$ cat src/verilog/proc_pkg.sv
`default_nettype none

package proc_pkg;

  // datapath and address width
  localparam int xlen = 32;

  typedef logic [4:0] reg_addr_t;

  // instruction fields in the r-type layout
  typedef struct packed {
    logic [6:0] funct7;
    reg_addr_t  rs2;
    reg_addr_t  rs1;
    logic [2:0] funct3;
    reg_addr_t  rd;
    logic [6:0] opcode;
  } inst_fields_t;

  // ----------------------------------------
  // opcodes and csr numbers
  // ----------------------------------------
  localparam logic [6:0] opc_op     = 7'b0110011;
  localparam logic [6:0] opc_op_imm = 7'b0010011;
  localparam logic [6:0] opc_branch = 7'b1100011;
  localparam logic [6:0] opc_system = 7'b1110011;

  localparam logic [11:0] csr_mngr2proc = 12'hfc0;
  localparam logic [11:0] csr_proc2mngr = 12'h7c0;

  // casez patterns for the supported instructions
  localparam logic [31:0] inst_nop  = 32'h0000_0013;
  localparam logic [31:0] inst_add  = {7'b0000000, 10'b??????????, 3'b000, 5'b?????, opc_op};
  localparam logic [31:0] inst_sub  = {7'b0100000, 10'b??????????, 3'b000, 5'b?????, opc_op};
  localparam logic [31:0] inst_and  = {7'b0000000, 10'b??????????, 3'b111, 5'b?????, opc_op};
  localparam logic [31:0] inst_or   = {7'b0000000, 10'b??????????, 3'b110, 5'b?????, opc_op};
  localparam logic [31:0] inst_xor  = {7'b0000000, 10'b??????????, 3'b100, 5'b?????, opc_op};
  localparam logic [31:0] inst_addi = {17'b?????????????????, 3'b000, 5'b?????, opc_op_imm};
  localparam logic [31:0] inst_bne  = {17'b?????????????????, 3'b001, 5'b?????, opc_branch};
  // csrr rd, mngr2proc is csrrs with rs1 = x0
  localparam logic [31:0] inst_csrr = {csr_mngr2proc, 5'b00000, 3'b010, 5'b?????, opc_system};
  // csrw proc2mngr, rs1 is csrrw with rd = x0
  localparam logic [31:0] inst_csrw = {csr_proc2mngr, 5'b?????, 3'b001, 5'b00000, opc_system};

  // ----------------------------------------
  // control encodings
  // ----------------------------------------
  typedef enum logic [2:0] {
    alu_add, alu_sub, alu_and, alu_or, alu_xor, alu_cp0, alu_cp1
  } alu_fn_t;

  typedef enum logic [0:0] {imm_i, imm_b} imm_type_t;

  typedef enum logic [1:0] {op2_rf, op2_imm, op2_mngr} op2_sel_t;

  typedef enum logic [0:0] {pc_plus4, pc_br} pc_sel_t;

endpackage

`default_nettype wire

$ cat src/verilog/ctrl_dpath_if.sv
`timescale 1ns/1ps
`default_nettype none

interface ctrl_dpath_if;
  import proc_pkg::*;

  // per-stage register enables
  logic      reg_en_f;
  logic      reg_en_d;
  logic      reg_en_x;
  logic      reg_en_m;
  logic      reg_en_w;

  // mux selects and functions
  pc_sel_t   pc_sel_f;
  op2_sel_t  op2_sel_d;
  imm_type_t imm_type_d;
  alu_fn_t   alu_fn_x;

  // register file write port
  logic      rf_wen_w;
  reg_addr_t rf_waddr_w;

  // status from the datapath
  logic [xlen-1:0] inst_d;
  logic            br_cond_eq_x;

  modport ctrl (
    output reg_en_f, reg_en_d, reg_en_x, reg_en_m, reg_en_w,
    output pc_sel_f, op2_sel_d, imm_type_d, alu_fn_x, rf_wen_w, rf_waddr_w,
    input  inst_d, br_cond_eq_x
  );

  modport dpath (
    input  reg_en_f, reg_en_d, reg_en_x, reg_en_m, reg_en_w,
    input  pc_sel_f, op2_sel_d, imm_type_d, alu_fn_x, rf_wen_w, rf_waddr_w,
    output inst_d, br_cond_eq_x
  );

endinterface

`default_nettype wire

$ cat src/verilog/proc_alu.sv
`timescale 1ns/1ps
`default_nettype none

module proc_alu (
  input  logic [proc_pkg::xlen-1:0] op0,
  input  logic [proc_pkg::xlen-1:0] op1,
  input  proc_pkg::alu_fn_t         fn,
  output logic [proc_pkg::xlen-1:0] result,
  output logic                      eq
);
  import proc_pkg::*;

  always_comb begin
    case (fn)
      alu_add: result = op0 + op1;
      alu_sub: result = op0 - op1;
      alu_and: result = op0 & op1;
      alu_or:  result = op0 | op1;
      alu_xor: result = op0 ^ op1;
      // copies used by csrw and csrr
      alu_cp0: result = op0;
      alu_cp1: result = op1;
      default: result = '0;
    endcase
  end

  // branch compare for bne
  assign eq = (op0 == op1);

endmodule

`default_nettype wire

$ cat src/verilog/proc_regfile.sv
`timescale 1ns/1ps
`default_nettype none

module proc_regfile (
  input  logic                      clk,
  input  proc_pkg::reg_addr_t       raddr0,
  input  proc_pkg::reg_addr_t       raddr1,
  output logic [proc_pkg::xlen-1:0] rdata0,
  output logic [proc_pkg::xlen-1:0] rdata1,
  input  logic                      wen,
  input  proc_pkg::reg_addr_t       waddr,
  input  logic [proc_pkg::xlen-1:0] wdata
);
  import proc_pkg::*;

  logic [xlen-1:0] mem [32];

  // writes to x0 are ignored
  always_ff @(posedge clk) begin
    if (wen && waddr != '0) begin
      mem[waddr] <= wdata;
    end
  end

  // x0 reads as zero
  assign rdata0 = (raddr0 == '0) ? '0 : mem[raddr0];
  assign rdata1 = (raddr1 == '0) ? '0 : mem[raddr1];

  // a write aimed at x0 leaves the stored x0 entry as it was
  assert property (@(posedge clk)
    wen && waddr == '0 |=> mem[0] === $past(mem[0]));

endmodule

`default_nettype wire

$ cat src/verilog/proc_ctrl.sv
`timescale 1ns/1ps
`default_nettype none

module proc_ctrl (
  input  logic       clk,
  input  logic       reset,
  ctrl_dpath_if.ctrl cd,
  output logic       imem_req_val,
  output logic       imem_resp_rdy,
  input  logic       imem_resp_val,
  output logic       imem_resp_drop,
  input  logic       mngr2proc_val,
  output logic       mngr2proc_rdy,
  output logic       proc2mngr_val,
  input  logic       proc2mngr_rdy,
  output logic       commit_inst
);
  import proc_pkg::*;

  localparam logic n = 1'b0;
  localparam logic y = 1'b1;

  logic val_f, val_d, val_x, val_m, val_w;
  logic ostall_f, ostall_d, ostall_w;
  logic stall_f, stall_d, stall_x, stall_m, stall_w;
  logic osquash_x;
  logic squash_f, squash_d;
  logic next_val_f, next_val_d, next_val_x, next_val_m;

  // ----------------------------------------
  // F stage
  // ----------------------------------------
  // fetch starts the cycle after reset is released
  logic run;

  always_ff @(posedge clk) begin
    if (reset) begin
      run <= 1'b0;
    end else begin
      run <= 1'b1;
    end
  end

  // a squash refetches even while stalled
  assign cd.reg_en_f = run && (!stall_f || squash_f);

  always_ff @(posedge clk) begin
    if (reset) begin
      val_f <= 1'b0;
    end else if (cd.reg_en_f) begin
      val_f <= 1'b1;
    end
  end

  assign ostall_f = val_f && !imem_resp_val;
  assign stall_f  = val_f && (ostall_f || ostall_d || ostall_w);
  assign squash_f = val_f && osquash_x;

  // request and response move together so one response is in flight
  assign imem_req_val   = cd.reg_en_f;
  assign imem_resp_rdy  = cd.reg_en_f;
  assign imem_resp_drop = squash_f;

  assign cd.pc_sel_f = osquash_x ? pc_br : pc_plus4;
  assign next_val_f  = val_f && !stall_f && !squash_f;

  // ----------------------------------------
  // D stage
  // ----------------------------------------
  assign cd.reg_en_d = !stall_d || squash_d;

  always_ff @(posedge clk) begin
    if (reset) begin
      val_d <= 1'b0;
    end else if (cd.reg_en_d) begin
      val_d <= next_val_f;
    end
  end

  inst_fields_t fields_d;
  assign fields_d = cd.inst_d;

  logic      br_bne_d, rs1_en_d, rs2_en_d, rf_wen_d, csrr_d, csrw_d;
  alu_fn_t   alu_fn_d;
  imm_type_t imm_type_d;
  op2_sel_t  op2_sel_d;

  task automatic cs(input logic br, input imm_type_t imm, input logic rs1_en,
                    input op2_sel_t op2, input logic rs2_en, input alu_fn_t fn,
                    input logic wen, input logic csrr, input logic csrw);
    br_bne_d   = br;
    imm_type_d = imm;
    rs1_en_d   = rs1_en;
    op2_sel_d  = op2;
    rs2_en_d   = rs2_en;
    alu_fn_d   = fn;
    rf_wen_d   = wen;
    csrr_d     = csrr;
    csrw_d     = csrw;
  endtask

  // decode table
  always_comb begin
    casez (cd.inst_d)
      //            bne imm    rs1 op2       rs2 alu      wen csrr csrw
      inst_nop:  cs(n,  imm_i, n,  op2_rf,   n,  alu_add, n,  n,   n);
      inst_add:  cs(n,  imm_i, y,  op2_rf,   y,  alu_add, y,  n,   n);
      inst_addi: cs(n,  imm_i, y,  op2_imm,  n,  alu_add, y,  n,   n);
      inst_sub:  cs(n,  imm_i, y,  op2_rf,   y,  alu_sub, y,  n,   n);
      inst_and:  cs(n,  imm_i, y,  op2_rf,   y,  alu_and, y,  n,   n);
      inst_or:   cs(n,  imm_i, y,  op2_rf,   y,  alu_or,  y,  n,   n);
      inst_xor:  cs(n,  imm_i, y,  op2_rf,   y,  alu_xor, y,  n,   n);
      inst_bne:  cs(y,  imm_b, y,  op2_rf,   y,  alu_add, n,  n,   n);
      inst_csrr: cs(n,  imm_i, n,  op2_mngr, n,  alu_cp1, y,  y,   n);
      inst_csrw: cs(n,  imm_i, y,  op2_rf,   n,  alu_cp0, n,  n,   y);
      // anything else passes through as a bubble
      default:   cs(n,  imm_i, n,  op2_rf,   n,  alu_add, n,  n,   n);
    endcase
  end

  assign cd.imm_type_d = imm_type_d;
  assign cd.op2_sel_d  = op2_sel_d;

  logic      rf_wen_x, rf_wen_m, rf_wen_pend_w;
  reg_addr_t rf_waddr_x, rf_waddr_m;

  // raw hazard against one later stage with x0 excluded
  function automatic logic raw(input logic en, input reg_addr_t rs, input logic v,
                               input logic wen, input reg_addr_t wa);
    return en && v && wen && (rs == wa) && (wa != '0);
  endfunction

  logic ostall_hazard_d;
  assign ostall_hazard_d =
      raw(rs1_en_d, fields_d.rs1, val_x, rf_wen_x, rf_waddr_x) ||
      raw(rs1_en_d, fields_d.rs1, val_m, rf_wen_m, rf_waddr_m) ||
      raw(rs1_en_d, fields_d.rs1, val_w, rf_wen_pend_w, cd.rf_waddr_w) ||
      raw(rs2_en_d, fields_d.rs2, val_x, rf_wen_x, rf_waddr_x) ||
      raw(rs2_en_d, fields_d.rs2, val_m, rf_wen_m, rf_waddr_m) ||
      raw(rs2_en_d, fields_d.rs2, val_w, rf_wen_pend_w, cd.rf_waddr_w);

  assign ostall_d = val_d && ((csrr_d && !mngr2proc_val) || ostall_hazard_d);
  assign stall_d  = val_d && (ostall_d || ostall_w);
  assign squash_d = val_d && osquash_x;

  // a squashed csrr must not consume the manager value
  assign mngr2proc_rdy = val_d && !stall_d && !squash_d && csrr_d;
  assign next_val_d    = val_d && !stall_d && !squash_d;

  // ----------------------------------------
  // X stage
  // ----------------------------------------
  assign cd.reg_en_x = !stall_x;

  logic br_bne_x, p2m_x;

  always_ff @(posedge clk) begin
    if (reset) begin
      val_x <= 1'b0;
    end else if (cd.reg_en_x) begin
      val_x       <= next_val_d;
      rf_wen_x    <= rf_wen_d;
      rf_waddr_x  <= fields_d.rd;
      br_bne_x    <= br_bne_d;
      p2m_x       <= csrw_d;
      cd.alu_fn_x <= alu_fn_d;
    end
  end

  assign stall_x    = val_x && ostall_w;
  // taken bne squashes F and D once it is free to leave X
  assign osquash_x  = val_x && br_bne_x && !cd.br_cond_eq_x && !stall_x;
  assign next_val_x = val_x && !stall_x;

  // ----------------------------------------
  // M stage
  // ----------------------------------------
  assign cd.reg_en_m = !stall_m;

  logic p2m_m;

  always_ff @(posedge clk) begin
    if (reset) begin
      val_m <= 1'b0;
    end else if (cd.reg_en_m) begin
      val_m      <= next_val_x;
      rf_wen_m   <= rf_wen_x;
      rf_waddr_m <= rf_waddr_x;
      p2m_m      <= p2m_x;
    end
  end

  assign stall_m    = val_m && ostall_w;
  assign next_val_m = val_m && !stall_m;

  // ----------------------------------------
  // W stage
  // ----------------------------------------
  assign cd.reg_en_w = !stall_w;

  logic p2m_w;

  always_ff @(posedge clk) begin
    if (reset) begin
      val_w <= 1'b0;
    end else if (cd.reg_en_w) begin
      val_w         <= next_val_m;
      rf_wen_pend_w <= rf_wen_m;
      cd.rf_waddr_w <= rf_waddr_m;
      p2m_w         <= p2m_m;
    end
  end

  assign cd.rf_wen_w = val_w && rf_wen_pend_w;

  // csrw waits in W for the sink
  assign ostall_w      = val_w && p2m_w && !proc2mngr_rdy;
  assign stall_w       = val_w && ostall_w;
  assign proc2mngr_val = val_w && p2m_w;
  assign commit_inst   = val_w && !stall_w;

  // output stays offered until the sink takes it
  assert property (@(posedge clk) disable iff (reset)
    proc2mngr_val && !proc2mngr_rdy |=> proc2mngr_val);

  // the squashing bne moves on to M and leaves only bubbles behind it
  assert property (@(posedge clk) disable iff (reset)
    osquash_x |=> val_m && !val_x && !val_d);

endmodule

`default_nettype wire

$ cat src/verilog/proc_dpath.sv
`timescale 1ns/1ps
`default_nettype none

module proc_dpath #(
  parameter logic [proc_pkg::xlen-1:0] reset_pc = '0
) (
  input  logic                      clk,
  input  logic                      reset,
  ctrl_dpath_if.dpath               cd,
  output logic [proc_pkg::xlen-1:0] imem_req_addr,
  input  logic [proc_pkg::xlen-1:0] imem_resp_data,
  input  logic [proc_pkg::xlen-1:0] mngr2proc_data,
  output logic [proc_pkg::xlen-1:0] proc2mngr_data
);
  import proc_pkg::*;

  // ----------------------------------------
  // F stage
  // ----------------------------------------
  logic [xlen-1:0] pc_f, pc_next_f, br_target_x;

  // the request address is the next pc, not the held one
  assign pc_next_f     = (cd.pc_sel_f == pc_br) ? br_target_x : pc_f + xlen'(4);
  assign imem_req_addr = pc_next_f;

  // starts one word early so the first fetch hits reset_pc
  always_ff @(posedge clk) begin
    if (reset) begin
      pc_f <= reset_pc - xlen'(4);
    end else if (cd.reg_en_f) begin
      pc_f <= pc_next_f;
    end
  end

  // ----------------------------------------
  // D stage
  // ----------------------------------------
  logic [xlen-1:0] pc_d;

  always_ff @(posedge clk) begin
    if (cd.reg_en_d) begin
      cd.inst_d <= imem_resp_data;
      pc_d      <= pc_f;
    end
  end

  inst_fields_t    fields_d;
  logic [xlen-1:0] rdata0_d, rdata1_d, imm_i_d, imm_b_d, imm_d, op1_d;
  logic [xlen-1:0] result_w;

  assign fields_d = cd.inst_d;

  proc_regfile rf (
    .clk    (clk),
    .raddr0 (fields_d.rs1),
    .raddr1 (fields_d.rs2),
    .rdata0 (rdata0_d),
    .rdata1 (rdata1_d),
    .wen    (cd.rf_wen_w),
    .waddr  (cd.rf_waddr_w),
    .wdata  (result_w)
  );

  // sign extended immediates
  assign imm_i_d = {{20{cd.inst_d[31]}}, cd.inst_d[31:20]};
  assign imm_b_d = {{20{cd.inst_d[31]}}, cd.inst_d[7], cd.inst_d[30:25],
                    cd.inst_d[11:8], 1'b0};
  assign imm_d   = (cd.imm_type_d == imm_b) ? imm_b_d : imm_i_d;

  always_comb begin
    case (cd.op2_sel_d)
      op2_imm:  op1_d = imm_d;
      op2_mngr: op1_d = mngr2proc_data;
      default:  op1_d = rdata1_d;
    endcase
  end

  // ----------------------------------------
  // X stage
  // ----------------------------------------
  logic [xlen-1:0] op0_x, op1_x, imm_x, pc_x, result_x;

  always_ff @(posedge clk) begin
    if (cd.reg_en_x) begin
      op0_x <= rdata0_d;
      op1_x <= op1_d;
      imm_x <= imm_d;
      pc_x  <= pc_d;
    end
  end

  assign br_target_x = pc_x + imm_x;

  proc_alu alu (
    .op0    (op0_x),
    .op1    (op1_x),
    .fn     (cd.alu_fn_x),
    .result (result_x),
    .eq     (cd.br_cond_eq_x)
  );

  // ----------------------------------------
  // M and W stages
  // ----------------------------------------
  logic [xlen-1:0] result_m;

  always_ff @(posedge clk) begin
    if (cd.reg_en_m) begin
      result_m <= result_x;
    end
  end

  always_ff @(posedge clk) begin
    if (cd.reg_en_w) begin
      result_w <= result_m;
    end
  end

  // csrw value rides the same path as a writeback
  assign proc2mngr_data = result_w;

endmodule

`default_nettype wire

$ cat src/verilog/proc_top.sv
`timescale 1ns/1ps
`default_nettype none

module proc_top #(
  parameter logic [proc_pkg::xlen-1:0] reset_pc = 32'h0000_0200
) (
  input  logic                      clk,
  input  logic                      reset,
  output logic                      imem_req_val,
  output logic [proc_pkg::xlen-1:0] imem_req_addr,
  input  logic                      imem_resp_val,
  output logic                      imem_resp_rdy,
  input  logic [proc_pkg::xlen-1:0] imem_resp_data,
  output logic                      imem_resp_drop,
  input  logic                      mngr2proc_val,
  output logic                      mngr2proc_rdy,
  input  logic [proc_pkg::xlen-1:0] mngr2proc_data,
  output logic                      proc2mngr_val,
  input  logic                      proc2mngr_rdy,
  output logic [proc_pkg::xlen-1:0] proc2mngr_data,
  output logic                      commit_inst
);

  // control to datapath bundle
  ctrl_dpath_if cd ();

  proc_ctrl ctrl (
    .clk            (clk),
    .reset          (reset),
    .cd             (cd.ctrl),
    .imem_req_val   (imem_req_val),
    .imem_resp_rdy  (imem_resp_rdy),
    .imem_resp_val  (imem_resp_val),
    .imem_resp_drop (imem_resp_drop),
    .mngr2proc_val  (mngr2proc_val),
    .mngr2proc_rdy  (mngr2proc_rdy),
    .proc2mngr_val  (proc2mngr_val),
    .proc2mngr_rdy  (proc2mngr_rdy),
    .commit_inst    (commit_inst)
  );

  proc_dpath #(
    .reset_pc (reset_pc)
  ) dpath (
    .clk            (clk),
    .reset          (reset),
    .cd             (cd.dpath),
    .imem_req_addr  (imem_req_addr),
    .imem_resp_data (imem_resp_data),
    .mngr2proc_data (mngr2proc_data),
    .proc2mngr_data (proc2mngr_data)
  );

endmodule

`default_nettype wire

$ cat config.mk
export PLATFORM = sky130hd
export DESIGN_NAME = proc_top
export DESIGN_NICKNAME = d
export VERILOG_FILES = /design/src/verilog/proc_pkg.sv /design/src/verilog/ctrl_dpath_if.sv /design/src/verilog/proc_alu.sv /design/src/verilog/proc_regfile.sv /design/src/verilog/proc_ctrl.sv /design/src/verilog/proc_dpath.sv /design/src/verilog/proc_top.sv
export SDC_FILE = /design/constraint.sdc
export NUM_CORES = 2
export LEC_CHECK = 0
export BUFFER_PORTS_ARGS = -buffer_cell sky130_fd_sc_hd__buf_2
export CAP_MARGIN = 30
export CORE_MARGIN = 8
export CORE_UTILIZATION = 50
export CTS_CLUSTER_DIAMETER = 80
export DETAILED_ROUTE_END_ITERATION = 7
export GPL_TIMING_DRIVEN = 0
export PLACE_DENSITY = 0.66
export SYNTH_ARGS = -nofsm -noshare
export SYNTH_HDL_FRONTEND = slang
export SYNTH_SLANG_ARGS = --single-unit
$ cat constraint.sdc
create_clock -name clk -period 8.66 [get_ports clk]
set_clock_uncertainty 0.1 [all_clocks]
set_input_delay 1.299 -clock clk [delete_from_list [all_inputs] [get_ports clk]]
set_output_delay 1.299 -clock clk [all_outputs]
set_load 0.005 [all_outputs]
# ---- Word-level counts from Yosys, hierarchy flattened
# Memories as Yosys holds them, arrays and structs flattened. A register that Yosys moved wholly into a read port is not among the register bits.
# Cells that the tools add are included.
dict set report word_totals {
  wordCells 172
  input_bits 69
  regBits 268
  n_memories 1
  ram_bits 1024
}
# name words width rd rd_ports_with_merged_regs write_ports line
set memory_table {}
lappend memory_table {dpath.rf.mem 32 32 2 2 1 proc_regfile.sv:16} ;# logic [xlen-1:0] mem [32];
dict set report classes {
  n_addsub 4
  eq_ne 25
  bitwise_logic 7
  n_reduce_logical 86
  n_mux 24
}
# op n
set op_table {}
lappend op_table {{$pmux 32 s7} 1}
lappend op_table {{$add 32x32->32} 2}
lappend op_table {{$mux 32} 2}
lappend op_table {{$pmux 32 s2} 1}
lappend op_table {{$eq 17x10->1 const B} 3}
lappend op_table {{$logic_and 1x1->1} 50}
lappend op_table {{$add 32x3->32 const B} 1}
lappend op_table {{$and 32x32->32} 1}
lappend op_table {{$eq 32x32->1} 1}
lappend op_table {{$eq 32x5->1 const B} 1}
lappend op_table {{$or 32x32->32} 1}
lappend op_table {{$sub 32x32->32} 1}
lappend op_table {{$xor 32x32->32} 1}
lappend op_table {{$eq 5x5->1} 6}
lappend op_table {{$eq 27x26->1 const B} 1}
lappend op_table {{$eq 27x27->1 const B} 1}
lappend op_table {{$pmux 3 s6} 1}
lappend op_table {{$eq 17x16->1 const B} 1}
lappend op_table {{$eq 17x6->1 const B} 1}
lappend op_table {{$reduce_bool 5->1} 3}
lappend op_table {{$logic_not 1->1} 12}
lappend op_table {{$mux 1} 12}
lappend op_table {{$mux 12} 1}
lappend op_table {{$logic_or 1x1->1} 11}
lappend op_table {{19 further kinds} 30}

# ---- Longest topological paths before layout
dict set report logic_depth {
  depth_word 21
  mapped_depth 14
}

# ---- By module
# A second synthesis with hierarchy kept.
dict set report unflattened {
  cells_unflattened 4479
  hier_area_um2 67220.7
}
# mod area_per_inst_um2 instances cells_each seq_area_each_um2
set modules_own_cells {}
lappend modules_own_cells {proc_regfile 47929.7 1 2564 30749.5}
lappend modules_own_cells {proc_dpath 11691.2 1 896 7757.4}
lappend modules_own_cells {proc_alu 5708.0 1 838 0.0}
lappend modules_own_cells {proc_ctrl 1891.8 1 181 870.8}

# ---- Worst setup path before layout
# No wires, ideal clock.
dict set report synth_timing {
  path_type {input-to-output}
  startpoint {input port proc2mngr_rdy}
  endpoint {output port imem_resp_rdy}
  n_path_buf 3
  slack_ps 3577
  arrival_time_ps 3684
  path_stages 8
  required_ps 7261
  path_cell_list {nor2b_1 -> clkbuf_1 -> clkinv_1 -> and3_1 -> a221oi_4 -> inv_2 -> buf_4 -> buf_4}
}
dict set report synth_via {
  elab_chain_len 8
  word_cells_on_any_way 11
}
# element line
set synth_rtl {}
lappend synth_rtl {{from (decl)} proc_top.sv:19} ;# input logic proc2mngr_rdy,
lappend synth_rtl {{$logic_not 1->1 *} proc_ctrl.sv:217} ;# assign ostall_w = val_w && p2m_w && !proc2mngr_rdy;
lappend synth_rtl {{$logic_and 1x1->1 *} proc_ctrl.sv:217}
lappend synth_rtl {{$logic_and 1x1->1} proc_ctrl.sv:170} ;# assign stall_x = val_x && ostall_w;
lappend synth_rtl {{$logic_not 1->1} n/a}
lappend synth_rtl {{$logic_and 1x1->1} proc_ctrl.sv:172} ;# assign osquash_x = val_x && br_bne_x && !cd.br_cond_eq_x && !stall_x;
lappend synth_rtl {{$logic_and 1x1->1} proc_ctrl.sv:57} ;# assign squash_f = val_f && osquash_x;
lappend synth_rtl {{$logic_or 1x1->1 *} proc_ctrl.sv:45} ;# assign cd.reg_en_f = run && (!stall_f || squash_f);
lappend synth_rtl {{$logic_and 1x1->1 *} proc_ctrl.sv:45}
lappend synth_rtl {{to (decl)} proc_top.sv:12} ;# output logic imem_resp_rdy,
# Mark *: on every way between the ends. The rest lies on a longest branch, timed or not.

# ---- Worst setup path in the final report
dict set report layout_timing {
  startpoint {register dpath.op0_x[23] (read register of dpath.rf.mem)}
  endpoint {output port mngr2proc_rdy}
}
dict set report layout_via {
  elab_chain_len 8
}
# element line
set layout_rtl {}
lappend layout_rtl {{from (decl)} proc_dpath.sv:81} ;# logic [xlen-1:0] op0_x, op1_x, imm_x, pc_x, result_x;
lappend layout_rtl {{$eq 32x32->1} proc_alu.sv:28} ;# assign eq = (op0 == op1);
lappend layout_rtl {{$logic_not 1->1} proc_ctrl.sv:172}
lappend layout_rtl {{$logic_and 1x1->1 (2 in a row)} proc_ctrl.sv:172}
lappend layout_rtl {{$logic_and 1x1->1} proc_ctrl.sv:144} ;# assign squash_d = val_d && osquash_x;
lappend layout_rtl {{$logic_not 1->1} proc_ctrl.sv:147} ;# assign mngr2proc_rdy = val_d && !stall_d && !squash_d && csrr_d;
lappend layout_rtl {{$logic_and 1x1->1 (2 in a row)} proc_ctrl.sv:147}
lappend layout_rtl {{to (decl)} proc_top.sv:16} ;# output logic mngr2proc_rdy,
# No other way between the ends.

==> results.ini <==
[cts]
htree_levels=4
cts-root-buf=clkbuf_16
clkSlewWorstSetupHoldPaths_ns=0.06
clkLatencyLatePin_ns=0.80
cts_setup_buffers=0
tritoncts=done
cts_made_buffers=146
clock_sinks=1329
clock_path_buffers=3
cts-hold-fix-buffers=0
cts.repair.resized=0

[drt]
drt_iter0_drc=5553
routedWlPerCell_um=33.5
drtPass1Iterations=6
vias=41200
finalWirelength_um=208000
ant_nets=0
routed_via_density=6.64
drc=0

[worst_setup_path]
cp_slowest_cell=or4_4
crit-reg2reg-capture=dpath.op1_x[24]$_DFFE_PN_
worstPathMaxFanout=10
startpoint_type=flip-flop
cp_cell_sequence=inv_1 > ha_1 > buf_6 > or4_4 > or3_1 > or4_4 > o2111ai_2 > buf_2 > buf_2 > buf_2 > nand4_1 > nor2_1 > buf_2
crit_arrival_ns=5.00
reg2reg_slack_ns=3.57
r2r_cells=12
worstSetupEndpointType=output pin
cp_top_family=simple AND/OR/NAND/NOR gates
reg2reg_from=dpath.cd.inst_d[15]$_DFFE_PN_
critPathRequiredTime_ns=7.26
crit_buf_inv=6
path_class=reg -> out
critPathMostFrequentCell=buf_2
cpPeakStageDelay_ns=0.57

[grt]
grt_pass1_wl_um=294000
grt_pass1_vias=41000
antenna_found_initial=10
grt_start_max_net_pins=65
grt_use_total_pct=28.8
overflow=0

[timing]
tightestPinTransition_ns=1.10
finalWorstSetupSlack_ns=2.26
drv_slew=0
hold_slack_ns=0.317
max_freq_mhz=156
fin_setup_tns_ns=0
hold_viol=0
finalCriticalPeriod_ns=6.40
maxSlewHeadroom_pct=26.4
setup_viol=0
finalCritPeriodShare_pct=73.9
rsz0062_at_grt=false

[floorplanning]
core_mm2=0.131
die_area_mm2=0.143
die_w_um=378
rows=133
initial_core_util_pct=50.1
die_h_um=378
num_io_pins=139

[pwr]
ir_worst_vdd_mv=0.188
report.power.total_mw=17.0
power_leakage_nw=26.1
powerDensity_mw_per_mm2=222

[logic_synthesis]
postSynthCellCount=3859
ys_ff_latch=1329
synthFlopType=edfxtp_1
synth_area_per_cell_um2=17.0
synth.top_cell.area_share_pct=58.9
synth.area.top_cells=edfxtp_1, mux4_2, ha_1
yosys.cell_types.count=77
synth_edf_count=1286
synthesis.area_mm2=0.0655
synth_seq_area_share_pct=60.2
synth_top_cell_by_area=edfxtp_1
async_reset_ff_share_pct=0
yosysWarnings=0

[min_path]
min_path_type=reg -> reg
hold_end=dpath.pc_x[24]$_DFFE_PN_
holdCritStartpoint=dpath.pc_d[24]$_DFFE_PN_
hold_depth=0

[layout]
fillers=9788
final_nets=4534
area_delta_synth_final_pct=16.9
largest_register=dpath.rf.mem
design_area_mm2=0.0766
largest_reg_flops=1024
final_layout_size_suffix_gt1_share_pct=27.5
fin_util_pct=58.6
fin_cells=6207

[placed_design]
io_buffer_count=138
pre_cts_slack_ns=2.59
gp_congestion=0.950
placed_area_mm2=0.0716
dpl.hpwl_um=151000
placed_cells=5926

[run_status]
status=finished, final reports clean

[job]
drv_cap=0

[layout by cell type, fill, tap and decap left out, types with 109 or more instances in the layout]
cell type	n
o21ai_0	109
mux4_2	642
nor2_1	190
clkbuf_16	147
buf_2	149
clkbuf_1	216
ha_1	129
nand2_1	146
inv_1	119
edfxtp_1	1286
mux2i_1	119
a21oi_1	148
[cell families after synthesis]
logic type,synth area share [%]
DFF,60.2
muxes,24.1
and+or+nand+nor,4.26
AOI/OAI and AO/OA,5.22
buffers and inverters,2.27
adders and majority gates,2.55
xor gates and xnor gates,1.35
other,0.00572
[final cells by class]
class | instances | area [µm²] | share of cell area (%)
flip-flops and latches | 1329 | 39500 | 51.5
multi-input cells | 2174 | 24900 | 32.5
clock buffers | 183 | 3860 | 5.04
repair buffers | 295 | 3720 | 4.85
well taps | 1755 | 2200 | 2.87
plain buffers | 265 | 1040 | 1.35
clock inverters | 83 | 927 | 1.21
inverters | 122 | 462 | 0.603
diodes | 1 | 2.50 | 0.00327
[synth_stat cells (all sizes together), types with 19 or more instances]
| cell type | count |
|---|---|
| buf | 79 |
| a21o | 31 |
| a211oi | 32 |
| nor4 | 25 |
| nand3 | 58 |
| dfxtp | 43 |
| ha | 129 |
| edfxtp | 1286 |
| a21oi | 148 |
| mux4 | 642 |
| nor2 | 221 |
| clkbuf | 186 |
| xnor2 | 68 |
| o21ai | 110 |
| mux2i | 119 |
| inv | 121 |
| or3 | 19 |
| nor3 | 41 |
| a31oi | 24 |
| o22ai | 37 |
| xor2 | 33 |
| nand2 | 148 |
[routing by layer]
layer	part of all wire (%)	track usage [%]	wire length, µm	up-vias
met5	0.0063	0	13	-
met4	3.9	10.6	8190	2
met3	12	7.52	25100	487
met2	47	45.2	97000	2516
met1	37	39.0	77300	21400
li1	-	-	-	16800
[where the power goes]
group	leakage, nW	switching [mW]	internal (mW)
sequential	12.4	0.272	7.66
clock	2.30	2.68	3.54
combinational	11.3	1.68	1.13
[worst max-delay path by stage]
| stage | from | endpoint | slack (ns) | cells past startpoint |
|---|---|---|---|---|
| finish | dpath.op0_x[23]$_SDFFCE_PN0N_ | mngr2proc_rdy | 2.26 | 13 |
| global route | dpath.op0_x[24]$_SDFFCE_PN0N_ | mngr2proc_rdy | 2.12 | 13 |
| CTS | dpath.op0_x[23]$_SDFFCE_PN0N_ | mngr2proc_rdy | 2.23 | 13 |
| detailed placement | proc2mngr_rdy | mngr2proc_rdy | 2.59 | 11 |
| global placement | proc2mngr_rdy | mngr2proc_rdy | 1.76 | 11 |
| floorplan | proc2mngr_rdy | imem_resp_rdy | 3.58 | 8 |
Power figures use the tool's default switching activity.
